File: config.mk
export PLATFORM = sky130hd
export DESIGN_NAME = nextPcSelect
export DESIGN_NICKNAME = d
export VERILOG_FILES = /design/src/bpPkg.sv /design/src/nextPcSelect.sv
export SDC_FILE = /design/constraint.sdc
export NUM_CORES = 1
export LEC_CHECK = 0
export ABC_AREA = 1
export ABC_CLOCK_PERIOD_IN_PS = 1550
export BUFFER_PORTS_ARGS = -buffer_cell sky130_fd_sc_hd__buf_2
export CAP_MARGIN = 10
export CORE_MARGIN = 8
export CORE_UTILIZATION = 37
export DETAILED_ROUTE_END_ITERATION = 7
export GPL_TIMING_DRIVEN = 1
export PLACE_DENSITY = 0.79
export SYNTH_ARGS = -nofsm -noshare
export SYNTH_HDL_FRONTEND = slang
export SYNTH_SLANG_ARGS = --single-unit
File: constraint.sdc
create_clock -name vclk -period 1.55
set_clock_uncertainty 0.1 [all_clocks]
set_input_delay 0.155 -clock vclk [all_inputs]
set_output_delay 0.155 -clock vclk [all_outputs]
set_load 0.02 [all_outputs]
File: src/bpPkg.sv
/*
 * types shared by the next-PC predictor, 32-bit byte addresses, word aligned fetch
 * btb tags hold the full 30-bit word address so entries do not depend on index width
 */
`default_nettype none

package bpPkg;

    // byte address, low two bits are zero for aligned fetch
    typedef logic [31:0] pcT;

    // branch kind as classified by decode in the core
    typedef enum logic [2:0] {
        BR_NONE = 3'd0,
        BR_COND = 3'd1,
        BR_JUMP = 3'd2,
        BR_CALL = 3'd3,
        BR_RET  = 3'd4
    } brKindT;

    // how one direction counter changes on a resolve
    typedef enum logic [1:0] {
        CNT_HOLD       = 2'd0,
        CNT_INC        = 2'd1,
        CNT_DEC        = 2'd2,
        CNT_SET_STRONG = 2'd3
    } counterOpT;

    // resolved branch record from the execute stage
    typedef struct packed {
        logic   valid;
        pcT     pc;
        brKindT kind;
        logic   taken;
        pcT     target;
    } resolveT;

    // one btb line
    typedef struct packed {
        logic        valid;
        // full word address of the branch
        logic [29:0] tag;
        brKindT      kind;
        // zero for returns, stack top is used instead
        pcT          target;
    } btbEntryT;

endpackage

`default_nettype wire

File: src/nextPcSelect.sv
/*
 * combinational next-PC choice, fall-through is fetchPc plus 4
 * delay slot handling is left to the fetch stage
 */
`timescale 1ns/1ps
`default_nettype none

module nextPcSelect import bpPkg::*; (
    input  pcT       fetchPc,
    input  btbEntryT btbEntry,
    input  logic     counterTaken,
    input  pcT       stackTop,
    input  logic     stackNonEmpty,
    output pcT       nextPc,
    output logic     predTaken
);

    logic hit;

    // tag is the whole word address
    assign hit = btbEntry.valid && (btbEntry.tag == fetchPc[31:2]);

    always_comb begin
        nextPc    = fetchPc + 32'd4;
        predTaken = 1'b0;
        if (hit) begin
            case (btbEntry.kind)
                BR_JUMP, BR_CALL: begin
                    nextPc    = btbEntry.target;
                    predTaken = 1'b1;
                end
                BR_COND: begin
                    // direction counter decides
                    if (counterTaken) begin
                        nextPc    = btbEntry.target;
                        predTaken = 1'b1;
                    end
                end
                BR_RET: begin
                    // empty stack falls through
                    if (stackNonEmpty) begin
                        nextPc    = stackTop;
                        predTaken = 1'b1;
                    end
                end
                default: begin
                    predTaken = 1'b0;
                end
            endcase
        end
    end

endmodule

`default_nettype wire

==> metrics.cfg <==
[logic_synthesis]
synth_compound_area_frac = 0.182
synthTopCellsByArea = nand2_1 32%, inv_1 12%, nor2_1 9.0%
syn_inst = 478
synth.most_common_cell = nand2_1
synthAdderAreaFrac = 0.0111
ys_warn_count = 0
yosys.area.top_type = nand2_1
synth_top_family_by_area = simple AND/OR/NAND/NOR gates
synthDominantCellAreaShare = 0.323
synth_nets = 612
synth-xor-area-share = 0.0741
synthDistinctLibCells = 29
syn_area_mm2 = 0.00224
yosysSeqAreaShare = 0
synth_common_cells = 193 x nand2_1, 73 x inv_1, 54 x nor2_1
yosys-mux-area-fraction = 0
synth_simple_gate_area_frac = 0.566
syn_avg_cell_area_um2 = 4.70

[finish]
nFlopsAndLatches = 0
regArea_um2 = 0
multiInputGateArea_mm2 = 0.00237
drive_gt1_frac = 0.590
nets = 885
fill_cells = 353
clock_buffers = 0
syn_to_final_growth_pct = 119
diodes = 0

[critical_path]
required_ns = 1.29
cp_max_fo = 8
endpoint = nextPc[4]
cpPeakStageDelay_ns = 0.23
critical_path_arrival_ns = 1.69
worst_setup_path_end_kind = output port
worstSetupPathDepth = 14
slowest_stage = clkbuf_16
criticalPathCategory = primary input to output port
cp-startpoint = btbEntry[55]
cp_cell_sequence = buf_2 > inv_1 > nand2_1 > nand2_2 > inv_1 > nand2_1 > nor2_1 > nand3_2 > nor2_4 > nand3_4 > clkbuf_16 > nand2_2 > o21ai_2 > buf_6
crit_path_start_kind = primary input
cp_top_family = simple AND/OR/NAND/NOR gates
path_buf_inv = 5

[floorplanning]
fp-row-count = 28
die_w_um = 93.9
core_mm2 = 0.00589
die-area_mm2 = 0.00882
die_h_um = 93.9
start_util = 0.381
ios = 165

[detailed_routing]
drtIter0Drc = 341
wl_per_cell_um = 18.5
finalWirelength_um = 15200
num_vias = 4672
first_pass_iters = 5
avgViaCountPerCell = 5.67
remaining_drc_errors = 0
antenna_left = 0

[sta]
hold_violations = 0
setup_ws_ns = -0.394
tns_ns = -11.08
post-route-min-period_ns = 1.94
slew_violations = 0
period_share = 1.25
finalSetupViolCount = 33
rsz0062_at_grt = yes
relSlewSlack = 0.704
tightest_slew_ns = 0.441
fmax_mhz = 515

[outcome]
failed_checks = negative setup slack
status = complete, but fails checks

[grt]
grt_first_pass_wirelength_um = 18800
grtUsageTotal = 0.256
grt_pass1_vias = 4299
grt-ovfl-total = 0
antenna_found_initial = 0
grt_max_degree = 33

[hold_path]
hp-class = primary input to output port
hold_start = fetchPc[0]

[power_and_ir_drop]
vdd_drop_max_uv = 190
powerDensity_mw_per_mm2 = 252
total_power_mw = 1.24
leakage_nw = 2.78

[placed_design]
dp_worst_setup_slack_ns = -0.449
dp_hpwl_um = 9440
place_congestion = 0.993
io_buffers = 165

[run]
maxCapViolations = 0

## kinds of logic (layout without fill, tap and decap cells)
logic type | Yosys count | in the layout
simple gates | 305 | 305
buf+inv | 90 | 361
compound gates | 62 | 62
xor+xnor | 19 | 19
fa+ha+maj | 2 | 2
## worst min path at each step
| stage | cells after the start | end |
|---|---|---|
| final | 4 | nextPc[0] |
| after global routing | 4 | nextPc[0] |
| after CTS | 4 | nextPc[0] |
| after detailed placement | 4 | nextPc[0] |
| after global placement | 4 | nextPc[0] |
| after floorplan | 2 | nextPc[0] |
## power breakdown
part / internal, mW / switching (mW) / leakage (nW)
clock network: 0 / 0 / 0
registers: 0 / 0 / 0
logic: 0.598 / 0.643 / 2.78
## area by class of cell
type               count  area share
repair inverters       1     0.00178
well taps             75      0.0191
inverters             79      0.0638
repair buffers       281       0.433
multi-input cells    388       0.482
## routing by layer
layer	vias to the layer above	share of wire	track usage
li1	2059	-	-
met1	2092	0.33	0.270
met2	399	0.48	0.490
met3	122	0.11	0.0456
met4	0	0.073	0.0925
met5	-	0	0
## cells in the final DEF (no fill, tap or decap), types with 16 or more instances in the layout
master | netlist | routed
inv_2 | 5 | 22
buf_6 | 5 | 40
nand2_1 | 193 | 128
nor2_1 | 54 | 32
buf_4 | 0 | 123
nand3_1 | 27 | 16
inv_1 | 73 | 52
nand2_2 | 3 | 61
a22oi_1 | 22 | 22
buf_2 | 0 | 106
nor2_2 | 3 | 18
## worst min-delay path, delay by kind of cell
family	cells	cell delay, ns
compound gates	1	0.06
buf+inv	2	0.22
simple gates	1	0.04
## metrics by stage
step                instance area (um2)  instances   util  hold WS, ns
detailed placement                 3830        799  0.651        0.548
global route                       4920        824  0.836        0.538
CTS                                4290        813  0.728        0.531
global placement                   3830        799  0.651        0.546
floorplan                          2250        478      -        0.398
finish                             4920        824  0.836        0.535
## repair_timing
action | CTS | global route
resized for setup | 108 | 165
pin swaps | 18 | 58
endpoints found under the setup margin | 33 | 33
endpoints found under the hold margin | 0 | 0
gates cloned | 1 | 3
setup buffers | 13 | 8
hold buffers | 0 | 0
Power figures use the tool's default switching activity.
