`config.mk`:
```
export PLATFORM = sky130hd
export DESIGN_NAME = predTable
export DESIGN_NICKNAME = d
export VERILOG_FILES = /design/src/predTable.sv
export SDC_FILE = /design/constraint.sdc
export NUM_CORES = 1
export LEC_CHECK = 0
export ABC_CLOCK_PERIOD_IN_PS = 4300
export BUFFER_PORTS_ARGS = -buffer_cell sky130_fd_sc_hd__buf_2
export CAP_MARGIN = 20
export CORE_MARGIN = 4
export CORE_UTILIZATION = 42
export CTS_CLUSTER_DIAMETER = 150
export DETAILED_ROUTE_END_ITERATION = 8
export PLACE_DENSITY_LB_ADDON = 0.08
export REMOVE_ABC_BUFFERS = 1
export SLEW_MARGIN = 20
export SYNTH_ARGS = -nofsm -noshare
export SYNTH_HDL_FRONTEND = slang
export SYNTH_SLANG_ARGS = --single-unit
```
`constraint.sdc`:
```
create_clock -name clk -period 4.3 [get_ports clk]
set_input_delay 0.645 -clock clk [delete_from_list [all_inputs] [get_ports clk]]
set_output_delay 0.645 -clock clk [all_outputs]
set_load 0.005 [all_outputs]
```
`src/predTable.sv`:
```
/*
 * direct-mapped table, two async read ports and one write port
 * reset clears every entry to all zeros, which must mean invalid or idle
 */
`timescale 1ns/1ps
`default_nettype none

module predTable #(
    parameter int  INDEX_BITS = 8,
    parameter type entryT     = logic
) (
    input  logic                  clk,
    input  logic                  resetn,
    input  logic [INDEX_BITS-1:0] rdIndex,
    output entryT                 rdData,
    input  logic [INDEX_BITS-1:0] rdIndexB,
    output entryT                 rdDataB,
    input  logic                  wrEnable,
    input  logic [INDEX_BITS-1:0] wrIndex,
    input  entryT                 wrData
);

    localparam int ENTRIES = 2 ** INDEX_BITS;

    entryT mem [ENTRIES];

    // a write lands at the edge, reads see it next cycle
    always_ff @(posedge clk) begin
        if (!resetn) begin
            for (int i = 0; i < ENTRIES; i++) begin
                mem[i] <= '0;
            end
        end else if (wrEnable) begin
            mem[wrIndex] <= wrData;
        end
    end

    // lookup side
    assign rdData  = mem[rdIndex];
    // second port, used for read-modify-write
    assign rdDataB = mem[rdIndexB];

endmodule

`default_nettype wire

```
==> impl_metrics.env <==
export IMPL_crit_slowest_cell="buf_4"
export IMPL_die_x_um=197
export IMPL_grtUsageTotal_pct=29.9
export IMPL_fin_crit_sh_pct=90.9
export IMPL_max_stage_delay_ns=0.45
export IMPL_clock_skew_ns=0
export IMPL_portBuffers=29
export IMPL_drc=0
export IMPL_largest_reg_flops=256
export IMPL_postRouteAntennaNets=0
export IMPL_num_antenna_cells=0
export IMPL_cts_tree="built"
export IMPL_path_cells="buf_4, buf_4, and2b_1, a221o_1, o211a_1, o31ai_1, a211oi_2, a31oi_1, buf_2"
export IMPL_final_hold_viol_count=0
export IMPL_cts_buffers=31
export IMPL_cp_depth=9
export IMPL_synth_yosys_seq_area_share_pct=34.2
export IMPL_irDropWorstVdd_mv=0.328
export IMPL_grt_pass1_wl_um=89800
export IMPL_cts_resized_gates=0
export IMPL_wl_um=59600
export IMPL_cts_clk_slew_worst_paths_ns=0.06
export IMPL_gp_congestion=0.919
export IMPL_worst_hold_path_type="flop to flop"
export IMPL_tns_ns=0
export IMPL_timing_critical_path_buf_inv=3
export IMPL_grt_pass1_vias=13900
export IMPL_cts_buffer_depth=3
export IMPL_worst_setup_path_end_kind="output port"
export IMPL_grt_max_degree=188
export IMPL_netlist_instances=1764
export IMPL_required_ns=3.65
export IMPL_synth_main_ff_cell="dfxtp_1"
export IMPL_fin_nets=1732
export IMPL_cts_sinks=256
export IMPL_yosysWarnings=0
export IMPL_crit_family="compound AO/OA/AOI/OAI gates"
export IMPL_largest_register="mem"
export IMPL_clock_latency_ns=0.57
export IMPL_setup_viol=0
export IMPL_drtIter0Drc=1516
export IMPL_synth_edf_count=0
export IMPL_viasPerCell=6.64
export IMPL_yosys_top_cells_count="326 x nand2_1, 308 x nand3_1, 256 x dfxtp_1"
export IMPL_ys_seq_elements=256
export IMPL_dpl_instance_area_mm2=0.0155
export IMPL_core_mm2=0.0349
export IMPL_drive_above_1_share_pct=13.7
export IMPL_placementRows=68
export IMPL_dp_slack_ns=0.408
export IMPL_fmax_ghz=0.256
export IMPL_criticalPathCategory="input port to output port"
export IMPL_dieArea_mm2=0.0387
export IMPL_worstMarginPinSlew_ns=1.00
export IMPL_yosysMostFrequentCell="nand2_1"
export IMPL_postCtsSetupBuffers=0
export IMPL_areaGrowthSynthToFinish_pct=10.3
export IMPL_synth_top_cell_area_share_pct=34.2
export IMPL_synth_area_mm2=0.0150
export IMPL_design_area_mm2=0.0165
export IMPL_path_max_fanout=28
export IMPL_dp_hpwl_um=38600
export IMPL_reg_largest_list="mem (256)"
export IMPL_min_period_ns=3.91
export IMPL_crit_top_cell="buf_4"
export IMPL_postCtsHoldBufs=0
export IMPL_finalWorstSetupSlack_ns=0.390
export IMPL_antenna_found_initial=0
export IMPL_synth_cell_type_count=46
export IMPL_drt_first_pass_iters=5
export IMPL_synth_top_cell_by_area="dfxtp_1"
export IMPL_cts_root_buffer="clkbuf_16"
export IMPL_async_reset_ff_share_pct=0
export IMPL_power_density_mw_per_mm2=336
export IMPL_htree_num_levels=1
export IMPL_synth_area_per_cell_um2=8.49
export IMPL_num_vias=14500
export IMPL_fin_util_pct=47.3
export IMPL_cap_violations=0
export IMPL_start_kind="input port"
export IMPL_finalMaxSlewViolations=0
export IMPL_gr_total_overflow=0
export IMPL_floorplan_initialDensity_pct=42.9
export IMPL_slew_headroom_pct=33.2
export IMPL_arrival_ns=3.27
export IMPL_io_pins=30
export IMPL_wire_per_inst_um=27.3
export IMPL_min_path_cells=2
export IMPL_reg2reg_depth=2
export IMPL_rsz0062_at_grt="false"
export IMPL_synth_area_leaders="dfxtp_1 34%, o211ai_1 11%, nand3_1 10%, mux2i_1 8.6%, nand2_1 8.2%"
export IMPL_status="finished clean"
export IMPL_leakagePower_nw=6.95
export IMPL_die_height_um=197
-- tightest hold or removal path, delay by kind of cell, from the launching register on --
family,cells,cell delay [ns]
DFF,1,0.32
and+or+nand+nor,2,0.13
-- per-stage QoR --
step | total power, W | instances | hold slack [ns]
after floorplan | 0.00260 | 1572 | 0.440
final | 0.00556 | 2181 | 0.481
after detailed placement | 0.00293 | 2126 | 0.474
after global placement | 0.00292 | 2126 | 0.465
after CTS | 0.00556 | 2181 | 0.487
after global routing | 0.00569 | 2181 | 0.501
-- metal layers --
layer | vias to the layer above | share of wire (%) | global-route usage (%)
li1 | 6468 | - | -
met1 | 7143 | 44 | 42.6
met2 | 694 | 44 | 45.9
met3 | 168 | 8.0 | 5.20
met4 | 0 | 4.1 | 10.6
met5 | - | 0 | 0
-- power by group --
| group | internal [W] | switching (W) |
|---|---|---|
| registers | 0.00237 | 0.00000249 |
| logic | 0.000137 | 0.000375 |
| clock network | 0.00157 | 0.00110 |
-- worst paths after layout --
| check | slack [ns] | endpoint | start |
|---|---|---|---|
| max | 0.39 | rdDataB | rdIndexB[0] |
| min | 0.48 | mem[203] | mem[203] |
| max reg2reg | 3.60 | mem[136] | mem[136] |
| min reg2reg | 0.48 | mem[203] | mem[203] |
-- logic make-up (layout without fill, tap and decap cells) --
family,count (synthesis),in the layout,share of synthesized area [%]
buf+inv,194,156,6.03
flops,256,256,34.2
mux,208,208,20.1
simple gates,775,775,23.4
compound gates,331,331,16.2
-- cell type report --
cell class / instances / area, µm²
Clock inverter: 13 / 121
Timing Repair Buffer: 99 / 733
Multi-Input combinational cell: 1314 / 9060
Fill cell: 3349 / 18400
Tap cell: 455 / 569
Clock buffer: 42 / 897
Sequential cell: 256 / 5120
Inverter: 2 / 7.51
-- cell usage in the layout, fill, tap and decap left out, types with 6 or more instances in the layout --
cell type,Yosys,final
clkbuf_16,0,31
mux2i_1,128,128
a21oi_1,8,8
nand3_1,308,308
nor3_2,0,11
a221oi_1,16,16
buf_2,2,23
nor4_1,15,7
mux2_2,14,14
nor2b_1,14,14
a22oi_1,8,8
nor2_1,51,50
nor4_2,0,8
o22ai_1,28,28
clkbuf_8,0,9
o211ai_1,217,217
nand2b_1,8,8
dfxtp_1,256,256
mux4_2,44,44
nor3_1,29,17
a22o_1,6,6
buf_4,19,71
nand2_1,326,326
o21ai_0,26,26
mux4_1,22,22
clkinv_2,0,9
Note: power is estimated with default switching activity, not from simulation.
