<file path="config.mk">
export PLATFORM = sky130hd
export DESIGN_NAME = branchResolveDecode
export DESIGN_NICKNAME = d
export VERILOG_FILES = /design/src/bpPkg.sv /design/src/branchResolveDecode.sv
export SDC_FILE = /design/constraint.sdc
export NUM_CORES = 1
export LEC_CHECK = 0
export BUFFER_PORTS_ARGS = -buffer_cell sky130_fd_sc_hd__buf_2
export CAP_MARGIN = 20
export CELL_PAD_IN_SITES_DETAIL_PLACEMENT = 0
export CELL_PAD_IN_SITES_GLOBAL_PLACEMENT = 1
export CORE_UTILIZATION = 19
export DETAILED_ROUTE_END_ITERATION = 8
export GPL_TIMING_DRIVEN = 0
export PLACE_DENSITY = 0.95
export SYNTH_ARGS = -nofsm -noshare
export SYNTH_HDL_FRONTEND = slang
export SYNTH_SLANG_ARGS = --single-unit
</file>
<file path="constraint.sdc">
create_clock -name vclk -period 2.28
set_input_delay 0.342 -clock vclk [all_inputs]
set_output_delay 0.342 -clock vclk [all_outputs]
set_load 0.01 [all_outputs]
</file>
<file path="src/bpPkg.sv">
/*
 * types shared by the next-PC predictor, 32-bit byte addresses, word aligned fetch
 * btb tags hold the full 30-bit word address so entries do not depend on index width
 */
`default_nettype none

package bpPkg;

    // byte address, low two bits are zero for aligned fetch
    typedef logic [31:0] pcT;

    // branch kind as classified by decode in the core
    typedef enum logic [2:0] {
        BR_NONE = 3'd0,
        BR_COND = 3'd1,
        BR_JUMP = 3'd2,
        BR_CALL = 3'd3,
        BR_RET  = 3'd4
    } brKindT;

    // how one direction counter changes on a resolve
    typedef enum logic [1:0] {
        CNT_HOLD       = 2'd0,
        CNT_INC        = 2'd1,
        CNT_DEC        = 2'd2,
        CNT_SET_STRONG = 2'd3
    } counterOpT;

    // resolved branch record from the execute stage
    typedef struct packed {
        logic   valid;
        pcT     pc;
        brKindT kind;
        logic   taken;
        pcT     target;
    } resolveT;

    // one btb line
    typedef struct packed {
        logic        valid;
        // full word address of the branch
        logic [29:0] tag;
        brKindT      kind;
        // zero for returns, stack top is used instead
        pcT          target;
    } btbEntryT;

endpackage

`default_nettype wire

</file>
<file path="src/branchResolveDecode.sv">
/*
 * purely combinational, one resolve record per cycle at most
 * push and pop are never raised together
 */
`timescale 1ns/1ps
`default_nettype none

module branchResolveDecode import bpPkg::*; (
    input  resolveT   resolve,
    output counterOpT counterOp,
    output logic      btbWrite,
    output btbEntryT  btbWrEntry,
    output logic      push,
    output pcT        pushValue,
    output logic      pop
);

    // return address skips the delay slot
    assign pushValue = resolve.pc + 32'd8;

    always_comb begin
        // defaults, nothing trained
        counterOp  = CNT_HOLD;
        btbWrite   = 1'b0;
        push       = 1'b0;
        pop        = 1'b0;

        // entry content follows the record, write enable decides
        btbWrEntry.valid  = 1'b1;
        btbWrEntry.tag    = resolve.pc[31:2];
        btbWrEntry.kind   = resolve.kind;
        btbWrEntry.target = resolve.target;

        if (resolve.valid) begin
            case (resolve.kind)
                BR_COND: begin
                    counterOp = resolve.taken ? CNT_INC : CNT_DEC;
                    // not-taken branches never allocate
                    btbWrite  = resolve.taken;
                end
                BR_JUMP: begin
                    counterOp = CNT_SET_STRONG;
                    btbWrite  = 1'b1;
                end
                BR_CALL: begin
                    counterOp = CNT_SET_STRONG;
                    btbWrite  = 1'b1;
                    push      = 1'b1;
                end
                BR_RET: begin
                    counterOp = CNT_SET_STRONG;
                    btbWrite  = 1'b1;
                    // target comes from the stack at lookup time
                    btbWrEntry.target = '0;
                    pop       = 1'b1;
                end
                default: begin
                    // BR_NONE or unknown kind
                    counterOp = CNT_HOLD;
                end
            endcase
        end
    end

endmodule

`default_nettype wire

</file>
==> results.json <==
{
  "cts_setup_buffers": 0,
  "critPathLaunchType": "input pin",
  "final_nets": 402,
  "setup_viol": 0,
  "required_ns": 1.94,
  "min_path_cells": 2,
  "cts_resized": 0,
  "die_w_um": 79.29,
  "layout_min_cycle_time_ns": 1.911,
  "holdPathEnd": "pushValue[0]",
  "cp.buffers_inverters": 2,
  "area_growth_pct": 82.03,
  "gp_congestion": 0.8530,
  "final_core_util": 0.3662,
  "crit_slowest_cell": "nor3_2",
  "grt_overflow": 0,
  "synth_area_leaders": "buf_4 (26%), nor2b_1 (18%), xnor2_1 (17%)",
  "via_count": 1637,
  "critical_path.top_delay_family": "simple AND/OR/NAND/NOR gates",
  "synthCells": 162,
  "instances_no_fill": 402,
  "final_antenna_net_count": 0,
  "grt_max_degree": 11,
  "drtIter0Drc": 37,
  "synth_area_um2": 1135,
  "drv_slew": 0,
  "cp-end-kind": "output port",
  "synth_area_leader_cell": "buf_4",
  "rsz0062_at_grt": "no",
  "drive_above_1_share": 0.6515,
  "port_buffers": 168,
  "seq_area_frac_synth": 0,
  "vias_per_cell": 4.072,
  "status": "finished clean",
  "drt_first_pass_iters": 4,
  "initial_core_util": 0.2012,
  "coreArea_um2": 5642,
  "grt_first_pass_wirelength_um": 6299,
  "tns_ns": 0,
  "yosys.cell_count.top_type": "buf_4",
  "grt_use_total": 0.1272,
  "nClkBuffers": 0,
  "diodes": 0,
  "synth_common_cells": "buf_4 (39), nor2b_1 (32), xnor2_1 (22)",
  "hold_path.startpoint": "resolve[36]",
  "synth_top_area_share": 0.2580,
  "rows": 27,
  "avgRoutedWirePerCell_um": 11.30,
  "min_period_over_period": 0.8380,
  "die_h_um": 79.29,
  "cp_max_fo": 8,
  "fmax_mhz": 523.4,
  "p_leak_nw": 1.172,
  "cp.arrival_ns": 1.57,
  "critPathKind": "input pin to output port",
  "nFlopsAndLatches": 0,
  "hold_class": "input pin to output port",
  "path_cells": "buf_2, nand3_1, nor3_2, nand4_1, xnor2_1, buf_2",
  "pwr_density_cell_nw_per_um2": 180.5,
  "seq_area_um2": 0,
  "syn_nets": 232,
  "critPathMostFrequentCell": "buf_2",
  "ys_types": 24,
  "cp_slowest_stage_delay_ns": 0.45,
  "die_area_um2": 6286,
  "yosys_warnings": 0,
  "postCtsHoldBufs": 0,
  "hold_viol": 0,
  "hpwl_um": 4103,
  "ios": 172,
  "peakVddDrop_uv": 98.99,
  "fill_cells": 612,
  "grt_pass1_vias": 1402,
  "syn_area_per_cell_um2": 7.005,
  "antenna_found_initial": 0,
  "drc": 0,
  "wirelength_um": 4542,
  "place_inst": 402,
  "cap_viol_max_count": 0
}
==> stage by stage <==
| stage | power, mW | cell area, um2 | setup WS, ns | hold slack (ns) |
|---|---|---|---|---|
| final | 0.3729 | 2066 | 0.3694 | 0.8672 |
| after global routing | 0.4036 | 2066 | 0.1967 | 0.8739 |
| after CTS | 0.3775 | 2066 | 0.3352 | 0.8688 |
| after detailed placement | 0.3757 | 2066 | 0.3363 | 0.8688 |
| after global placement | 0.3744 | 2066 | 0.3408 | 0.8677 |
| after floorplan | 0.1851 | 1135 | 0.6917 | 0.7275 |
==> placed cells by master (no fill, tap or decap), types with 2 or more instances in the layout <==
cell / count
buf_4: 39
and3_1: 6
a21oi_1: 2
buf_2: 171
inv_1: 2
xnor2_1: 22
nand4_1: 8
o21a_1: 2
nor2b_1: 32
nand2_1: 7
nor2_1: 7
xor2_1: 5
nor3_2: 2
nand3_1: 15
==> layer usage <==
metal	up-vias	part of all wire	track usage
li1	834	-	-
met1	699	0.34	0.1116
met2	104	0.56	0.3034
met3	0	0.096	0.01494
met4	0	0	0
met5	-	0	0
==> final cells by class <==
cell class | count | area [um2] | share of cell area
inverter | 3 | 37.54 | 0.01817
timing repair buffer | 168 | 840.8 | 0.4070
multi-input combinational | 117 | 789.5 | 0.3822
tap | 72 | 90.09 | 0.04361
buffer | 42 | 307.8 | 0.1490
==> power breakdown <==
group	total, mW	switching (mW)	internal [mW]
combinational	0.373	0.179	0.194
clock	0	0	0
sequential	0	0	0
total	0.373	0.179	0.194
==> worst max-delay path by stage <==
stage                 from       endpoint  slack (ns)  cells after the start
2_1_floorplan  resolve[39]  pushValue[23]        0.69                      6
3_3_place_gp   resolve[41]  pushValue[20]        0.34                      6
3_5_place_dp   resolve[47]  pushValue[26]        0.34                      6
4_1_cts        resolve[47]  pushValue[26]        0.34                      6
5_1_grt        resolve[47]  pushValue[26]        0.20                      6
6_report       resolve[47]  pushValue[26]        0.37                      6
==> kinds of logic (layout without fill, tap and decap cells) <==
| kind of cell | Yosys count | in the layout | synth area share |
|---|---|---|---|
| other | 1 | 1 | 0.003304 |
| buffers and inverters | 45 | 213 | 0.3043 |
| adder cells (fa/ha/maj) | 1 | 1 | 0.01102 |
| AO/OA/AOI/OAI | 4 | 4 | 0.02205 |
| AND/OR/NAND/NOR | 84 | 84 | 0.4510 |
| XOR/XNOR | 27 | 27 | 0.2084 |
Note: power is estimated with default switching activity, not from simulation.
