[src/bpPkg.sv]
/*
 * types shared by the next-PC predictor, 32-bit byte addresses, word aligned fetch
 * btb tags hold the full 30-bit word address so entries do not depend on index width
 */
`default_nettype none

package bpPkg;

    // byte address, low two bits are zero for aligned fetch
    typedef logic [31:0] pcT;

    // branch kind as classified by decode in the core
    typedef enum logic [2:0] {
        BR_NONE = 3'd0,
        BR_COND = 3'd1,
        BR_JUMP = 3'd2,
        BR_CALL = 3'd3,
        BR_RET  = 3'd4
    } brKindT;

    // how one direction counter changes on a resolve
    typedef enum logic [1:0] {
        CNT_HOLD       = 2'd0,
        CNT_INC        = 2'd1,
        CNT_DEC        = 2'd2,
        CNT_SET_STRONG = 2'd3
    } counterOpT;

    // resolved branch record from the execute stage
    typedef struct packed {
        logic   valid;
        pcT     pc;
        brKindT kind;
        logic   taken;
        pcT     target;
    } resolveT;

    // one btb line
    typedef struct packed {
        logic        valid;
        // full word address of the branch
        logic [29:0] tag;
        brKindT      kind;
        // zero for returns, stack top is used instead
        pcT          target;
    } btbEntryT;

endpackage

`default_nettype wire

[src/directionTable.sv]
/*
 * two-bit saturating counters, 00 strongly not-taken after reset
 * updates are read-modify-write in one cycle on the second read port
 */
`timescale 1ns/1ps
`default_nettype none

module directionTable import bpPkg::*; #(
    parameter int INDEX_BITS = 8
) (
    input  logic      clk,
    input  logic      resetn,
    input  pcT        lookupPc,
    output logic      predictTaken,
    input  pcT        updatePc,
    input  counterOpT counterOp
);

    logic [INDEX_BITS-1:0] lookupIdx;
    logic [INDEX_BITS-1:0] updateIdx;
    logic [1:0]            lookupCnt;
    logic [1:0]            updateCnt;
    logic [1:0]            nextCnt;

    // word index, byte offset dropped
    assign lookupIdx = lookupPc[INDEX_BITS+1:2];
    assign updateIdx = updatePc[INDEX_BITS+1:2];

    predTable #(
        .INDEX_BITS (INDEX_BITS),
        .entryT     (logic [1:0])
    ) i_counters (
        .clk      (clk),
        .resetn   (resetn),
        .rdIndex  (lookupIdx),
        .rdData   (lookupCnt),
        .rdIndexB (updateIdx),
        .rdDataB  (updateCnt),
        .wrEnable (counterOp != CNT_HOLD),
        .wrIndex  (updateIdx),
        .wrData   (nextCnt)
    );

    // saturating step
    always_comb begin
        case (counterOp)
            CNT_INC:        nextCnt = (updateCnt == 2'b11) ? updateCnt : updateCnt + 2'd1;
            CNT_DEC:        nextCnt = (updateCnt == 2'b00) ? updateCnt : updateCnt - 2'd1;
            CNT_SET_STRONG: nextCnt = 2'b11;
            default:        nextCnt = updateCnt;
        endcase
    end

    // upper bit set means weakly or strongly taken
    assign predictTaken = lookupCnt[1];

endmodule

`default_nettype wire

[src/predTable.sv]
/*
 * direct-mapped table, two async read ports and one write port
 * reset clears every entry to all zeros, which must mean invalid or idle
 */
`timescale 1ns/1ps
`default_nettype none

module predTable #(
    parameter int  INDEX_BITS = 8,
    parameter type entryT     = logic
) (
    input  logic                  clk,
    input  logic                  resetn,
    input  logic [INDEX_BITS-1:0] rdIndex,
    output entryT                 rdData,
    input  logic [INDEX_BITS-1:0] rdIndexB,
    output entryT                 rdDataB,
    input  logic                  wrEnable,
    input  logic [INDEX_BITS-1:0] wrIndex,
    input  entryT                 wrData
);

    localparam int ENTRIES = 2 ** INDEX_BITS;

    entryT mem [ENTRIES];

    // a write lands at the edge, reads see it next cycle
    always_ff @(posedge clk) begin
        if (!resetn) begin
            for (int i = 0; i < ENTRIES; i++) begin
                mem[i] <= '0;
            end
        end else if (wrEnable) begin
            mem[wrIndex] <= wrData;
        end
    end

    // lookup side
    assign rdData  = mem[rdIndex];
    // second port, used for read-modify-write
    assign rdDataB = mem[rdIndexB];

endmodule

`default_nettype wire

[config.mk]
export PLATFORM = sky130hd
export DESIGN_NAME = directionTable
export DESIGN_NICKNAME = d
export VERILOG_FILES = /design/src/bpPkg.sv /design/src/directionTable.sv /design/src/predTable.sv
export SDC_FILE = /design/constraint.sdc
export NUM_CORES = 1
export LEC_CHECK = 0
export ABC_AREA = 0
export BUFFER_PORTS_ARGS = -buffer_cell sky130_fd_sc_hd__buf_2
export CELL_PAD_IN_SITES_DETAIL_PLACEMENT = 1
export CELL_PAD_IN_SITES_GLOBAL_PLACEMENT = 2
export CORE_MARGIN = 8
export CORE_UTILIZATION = 44
export DETAILED_ROUTE_END_ITERATION = 16
export GPL_TIMING_DRIVEN = 0
export PLACE_DENSITY = 0.9
export SKIP_CTS_REPAIR_TIMING = 1
export SLEW_MARGIN = 10
export SYNTH_ARGS = -nofsm -noshare
export SYNTH_HDL_FRONTEND = slang
export SYNTH_SLANG_ARGS = --single-unit
[constraint.sdc]
create_clock -name clk -period 3.9 [get_ports clk]
set_input_delay 0.195 -clock clk [delete_from_list [all_inputs] [get_ports clk]]
set_output_delay 0.195 -clock clk [all_outputs]
set_load 0.02 [all_outputs]
==> flow_summary.yaml <==
synthesis:
  ys_types: 42
  synth_area_leader_cell: "edfxtp_1"
  syn-cell-area_um2: 26900
  netlist.area_leader.share: 0.572
  ys_warn_count: 0
  synth_seq_cells: 512
  synth_flop_cell: "edfxtp_1"
  synth_edf_count: 512
  synth.avg_cell_area_um2: 12.3
  synth.top_cells.by_area: "edfxtp_1 (57%), mux4_2 (17%), nand2_1 (7.1%)"
  yosysSeqAreaShare: 0.572
  syn_nets: 2263
  async_flop_share: 0
  syn_inst: 2195
floorplan:
  placementRows: 90
  fp.dieArea_um2: 69300
  core_um2: 60400
  pin_count: 69
  die_x_um: 263
  initial_utilization: 0.446
  chipHeight_um: 263
pwr:
  power_density_nw_per_um2: 454
  clkPwrFrac: 0.400
  power.internal_mw: 9.95
  pwr-share-comb: 0.139
  seq_power_share: 0.461
  p_leak_nw: 10.8
  total_power_mw: 13.7
  p_sw_frac: 0.277
  p_sw_mw: 3.80
  ir_drop_uv: 366
run:
  cap_violations: 0
placed_design:
  dp_hpwl_mm: 80.4
  dp.cells: 2994
  place_ws_ns: -2.06
  gp_congestion: 0.999
  io_buffers: 11
cts:
  cts-root-buf: "clkbuf_16"
  numCtsBuffers: 56
  cts.sinks: 512
  worstSkewPairLatency_ns: 0.65
  cts_buffer_depth: 3
  tritoncts: "built"
  clk_pin_slew_worst_paths_ns: 0.06
  cts.htree.levels: 2
layout:
  largest_reg_flops: 512
  top_regs: "i_counters.mem (512)"
  multi_input_area_um2: 10500
  final_cells: 3096
  nNetsFinal: 2337
  areaGrowthSynthToFinish_pct: 12.5
  drive_gt1_frac: 0.212
  regMostFlops: "i_counters.mem"
  regArea_um2: 15400
  fillers: 6286
sta:
  fin_skew_ns: 0.0129
  worst_slack_ns: -0.187
  fin_crit_sh: 1.05
  whs_ns: 0.305
  setup-tns-final_ns: -4.15
  fmax_ghz: 0.245
  relSlewSlack: 0.0743
  finalSetupViolCount: 141
  worst_pin_slew_ns: 1.39
  finalHoldViolCount: 0
  period_minus_slack_ns: 4.09
  final-max-slew-violation-count: 0
global_route:
  grt_pass1_vias: 22200
  grt_use_total: 0.331
  overflow: 0
  grt_max_degree: 15
  antenna_found_initial: 6
  grt_pass1_wl_mm: 163
min_path:
  hp-start: "updatePc[9]"
  hp-class: "in2reg"
  hold_end: "i_counters.mem[19][1]$_SDFFCE_PN0P_"
  hold_path_depth: 4
worst_setup_path:
  crit_fanout: 10
  regToRegEndpoint: "i_counters.mem[43][0]$_SDFFCE_PN0P_"
  crit_type: "in2out"
  worstRegToRegCells: 10
  end_kind: "output pin"
  rrSetupSlack_ns: 0.10
  crit-reg2reg-launch: "i_counters.mem[221][1]$_SDFFCE_PN0P_"
  arrival_ns: 3.89
  cp_data_required_time_ns: 3.70
  critPathLaunchType: "input port"
routing:
  antenna_left: 0
  wl_per_cell_um: 38.0
  via_per_inst: 7.05
  wl_mm: 118
  drcViolationCount: 0
  drtPass1Iterations: 6
  vias: 21800
  drtIter0Drc: 3709
status:
  violations: "negative setup slack"
  status: "complete, but fails checks"
## layout make-up
cell class | count | area share
sequential | 512 | 0.508
multi-input combinational | 1457 | 0.347
clock buffer | 73 | 0.0498
buffer | 218 | 0.0466
tap | 782 | 0.0323
clock inverter | 26 | 0.00984
timing repair buffer | 20 | 0.00505
inverter | 4 | 0.000496
antenna | 4 | 0.000331
## critical path: stages
cell	delay [ns]
buf_1	0.74
clkbuf_1	1.08
mux4_2	0.50
mux4_2	0.60
mux4_2	0.56
buf_2	0.19
## power groups by stage
stage | combinational [mW] | sequential, mW | clock (mW)
detailed placement | 1.76 | 6.45 | 0
floorplan | 1.05 | 6.39 | 0
global route | 1.92 | 6.35 | 5.58
global placement | 1.73 | 6.43 | 0
CTS | 1.77 | 6.33 | 5.41
finish | 1.92 | 6.34 | 5.49
## metrics by stage
stage	area, µm²	util
floorplan	26900	-
global placement	27900	0.463
detailed placement	28100	0.465
CTS	29900	0.495
global route	30200	0.501
finish	30300	0.501
## cell usage in the layout, fill, tap and decap left out, types with 4 or more instances in the layout
| cell type | n |
|---|---|
| clkinv_2 | 9 |
| bufinv_16 | 6 |
| nand2_1 | 511 |
| mux4_2 | 205 |
| clkbuf_4 | 38 |
| buf_6 | 35 |
| inv_1 | 4 |
| clkbuf_16 | 58 |
| nor3_2 | 4 |
| nor2_1 | 272 |
| edfxtp_1 | 512 |
| nand2b_1 | 6 |
| buf_12 | 4 |
| nand4_1 | 4 |
| nor2b_1 | 6 |
| buf_8 | 4 |
| clkbuf_1 | 77 |
| buf_2 | 32 |
| nor3_1 | 262 |
| mux2i_1 | 38 |
| nand3_1 | 17 |
| buf_4 | 13 |
| clkinv_1 | 6 |
| a21oi_1 | 20 |
| nor4_1 | 6 |
| o22ai_1 | 4 |
| clkbuf_2 | 46 |
| o21ai_0 | 7 |
| diode_2 | 4 |
| a22oi_1 | 44 |
| nor2_2 | 6 |
## metal layers
metal,vias to the layer above,GRT usage,part of all wire
li1,8322,-,-
met4,12,0.212,0.076
met1,11100,0.402,0.34
met2,1907,0.498,0.44
met3,540,0.121,0.15
met5,-,0,0.0014
## cells in the mapped netlist (12+ instances only)
cell	count
a21oi_1	20
nor4_1	12
nand3_1	17
edfxtp_1	512
buf_2	44
nand2_1	512
mux4_2	205
buf_1	21
buf_6	30
mux2i_1	39
a22oi_1	44
clkbuf_1	118
nor2_1	281
nor3_1	267
## worst max-delay path by stage
stage / startpoint / slack, ns / endpoint
2_1_floorplan: updatePc[5] / 0.49 / i_counters.mem[106][0]$_SDFFCE_PN0P_
3_3_place_gp: updatePc[5] / -3.09 / i_counters.mem[192][1]$_SDFFCE_PN0P_
3_5_place_dp: updatePc[5] / -2.06 / i_counters.mem[132][0]$_SDFFCE_PN0P_
4_1_cts: updatePc[5] / -1.39 / i_counters.mem[132][0]$_SDFFCE_PN0P_
6_report: lookupPc[6] / -0.19 / predictTaken
5_1_grt: updatePc[2] / -0.005 / i_counters.mem[85][0]$_SDFFCE_PN0P_
## cells by family after synthesis
family	Yosys count	synth area share
multiplexers	247	0.187
buffers and inverters	226	0.0432
flip-flops	512	0.572
AND/OR/NAND/NOR	1119	0.174
AO/OA/AOI/OAI	91	0.0237
No activity file was read; power rests on OpenSTA's default activity.
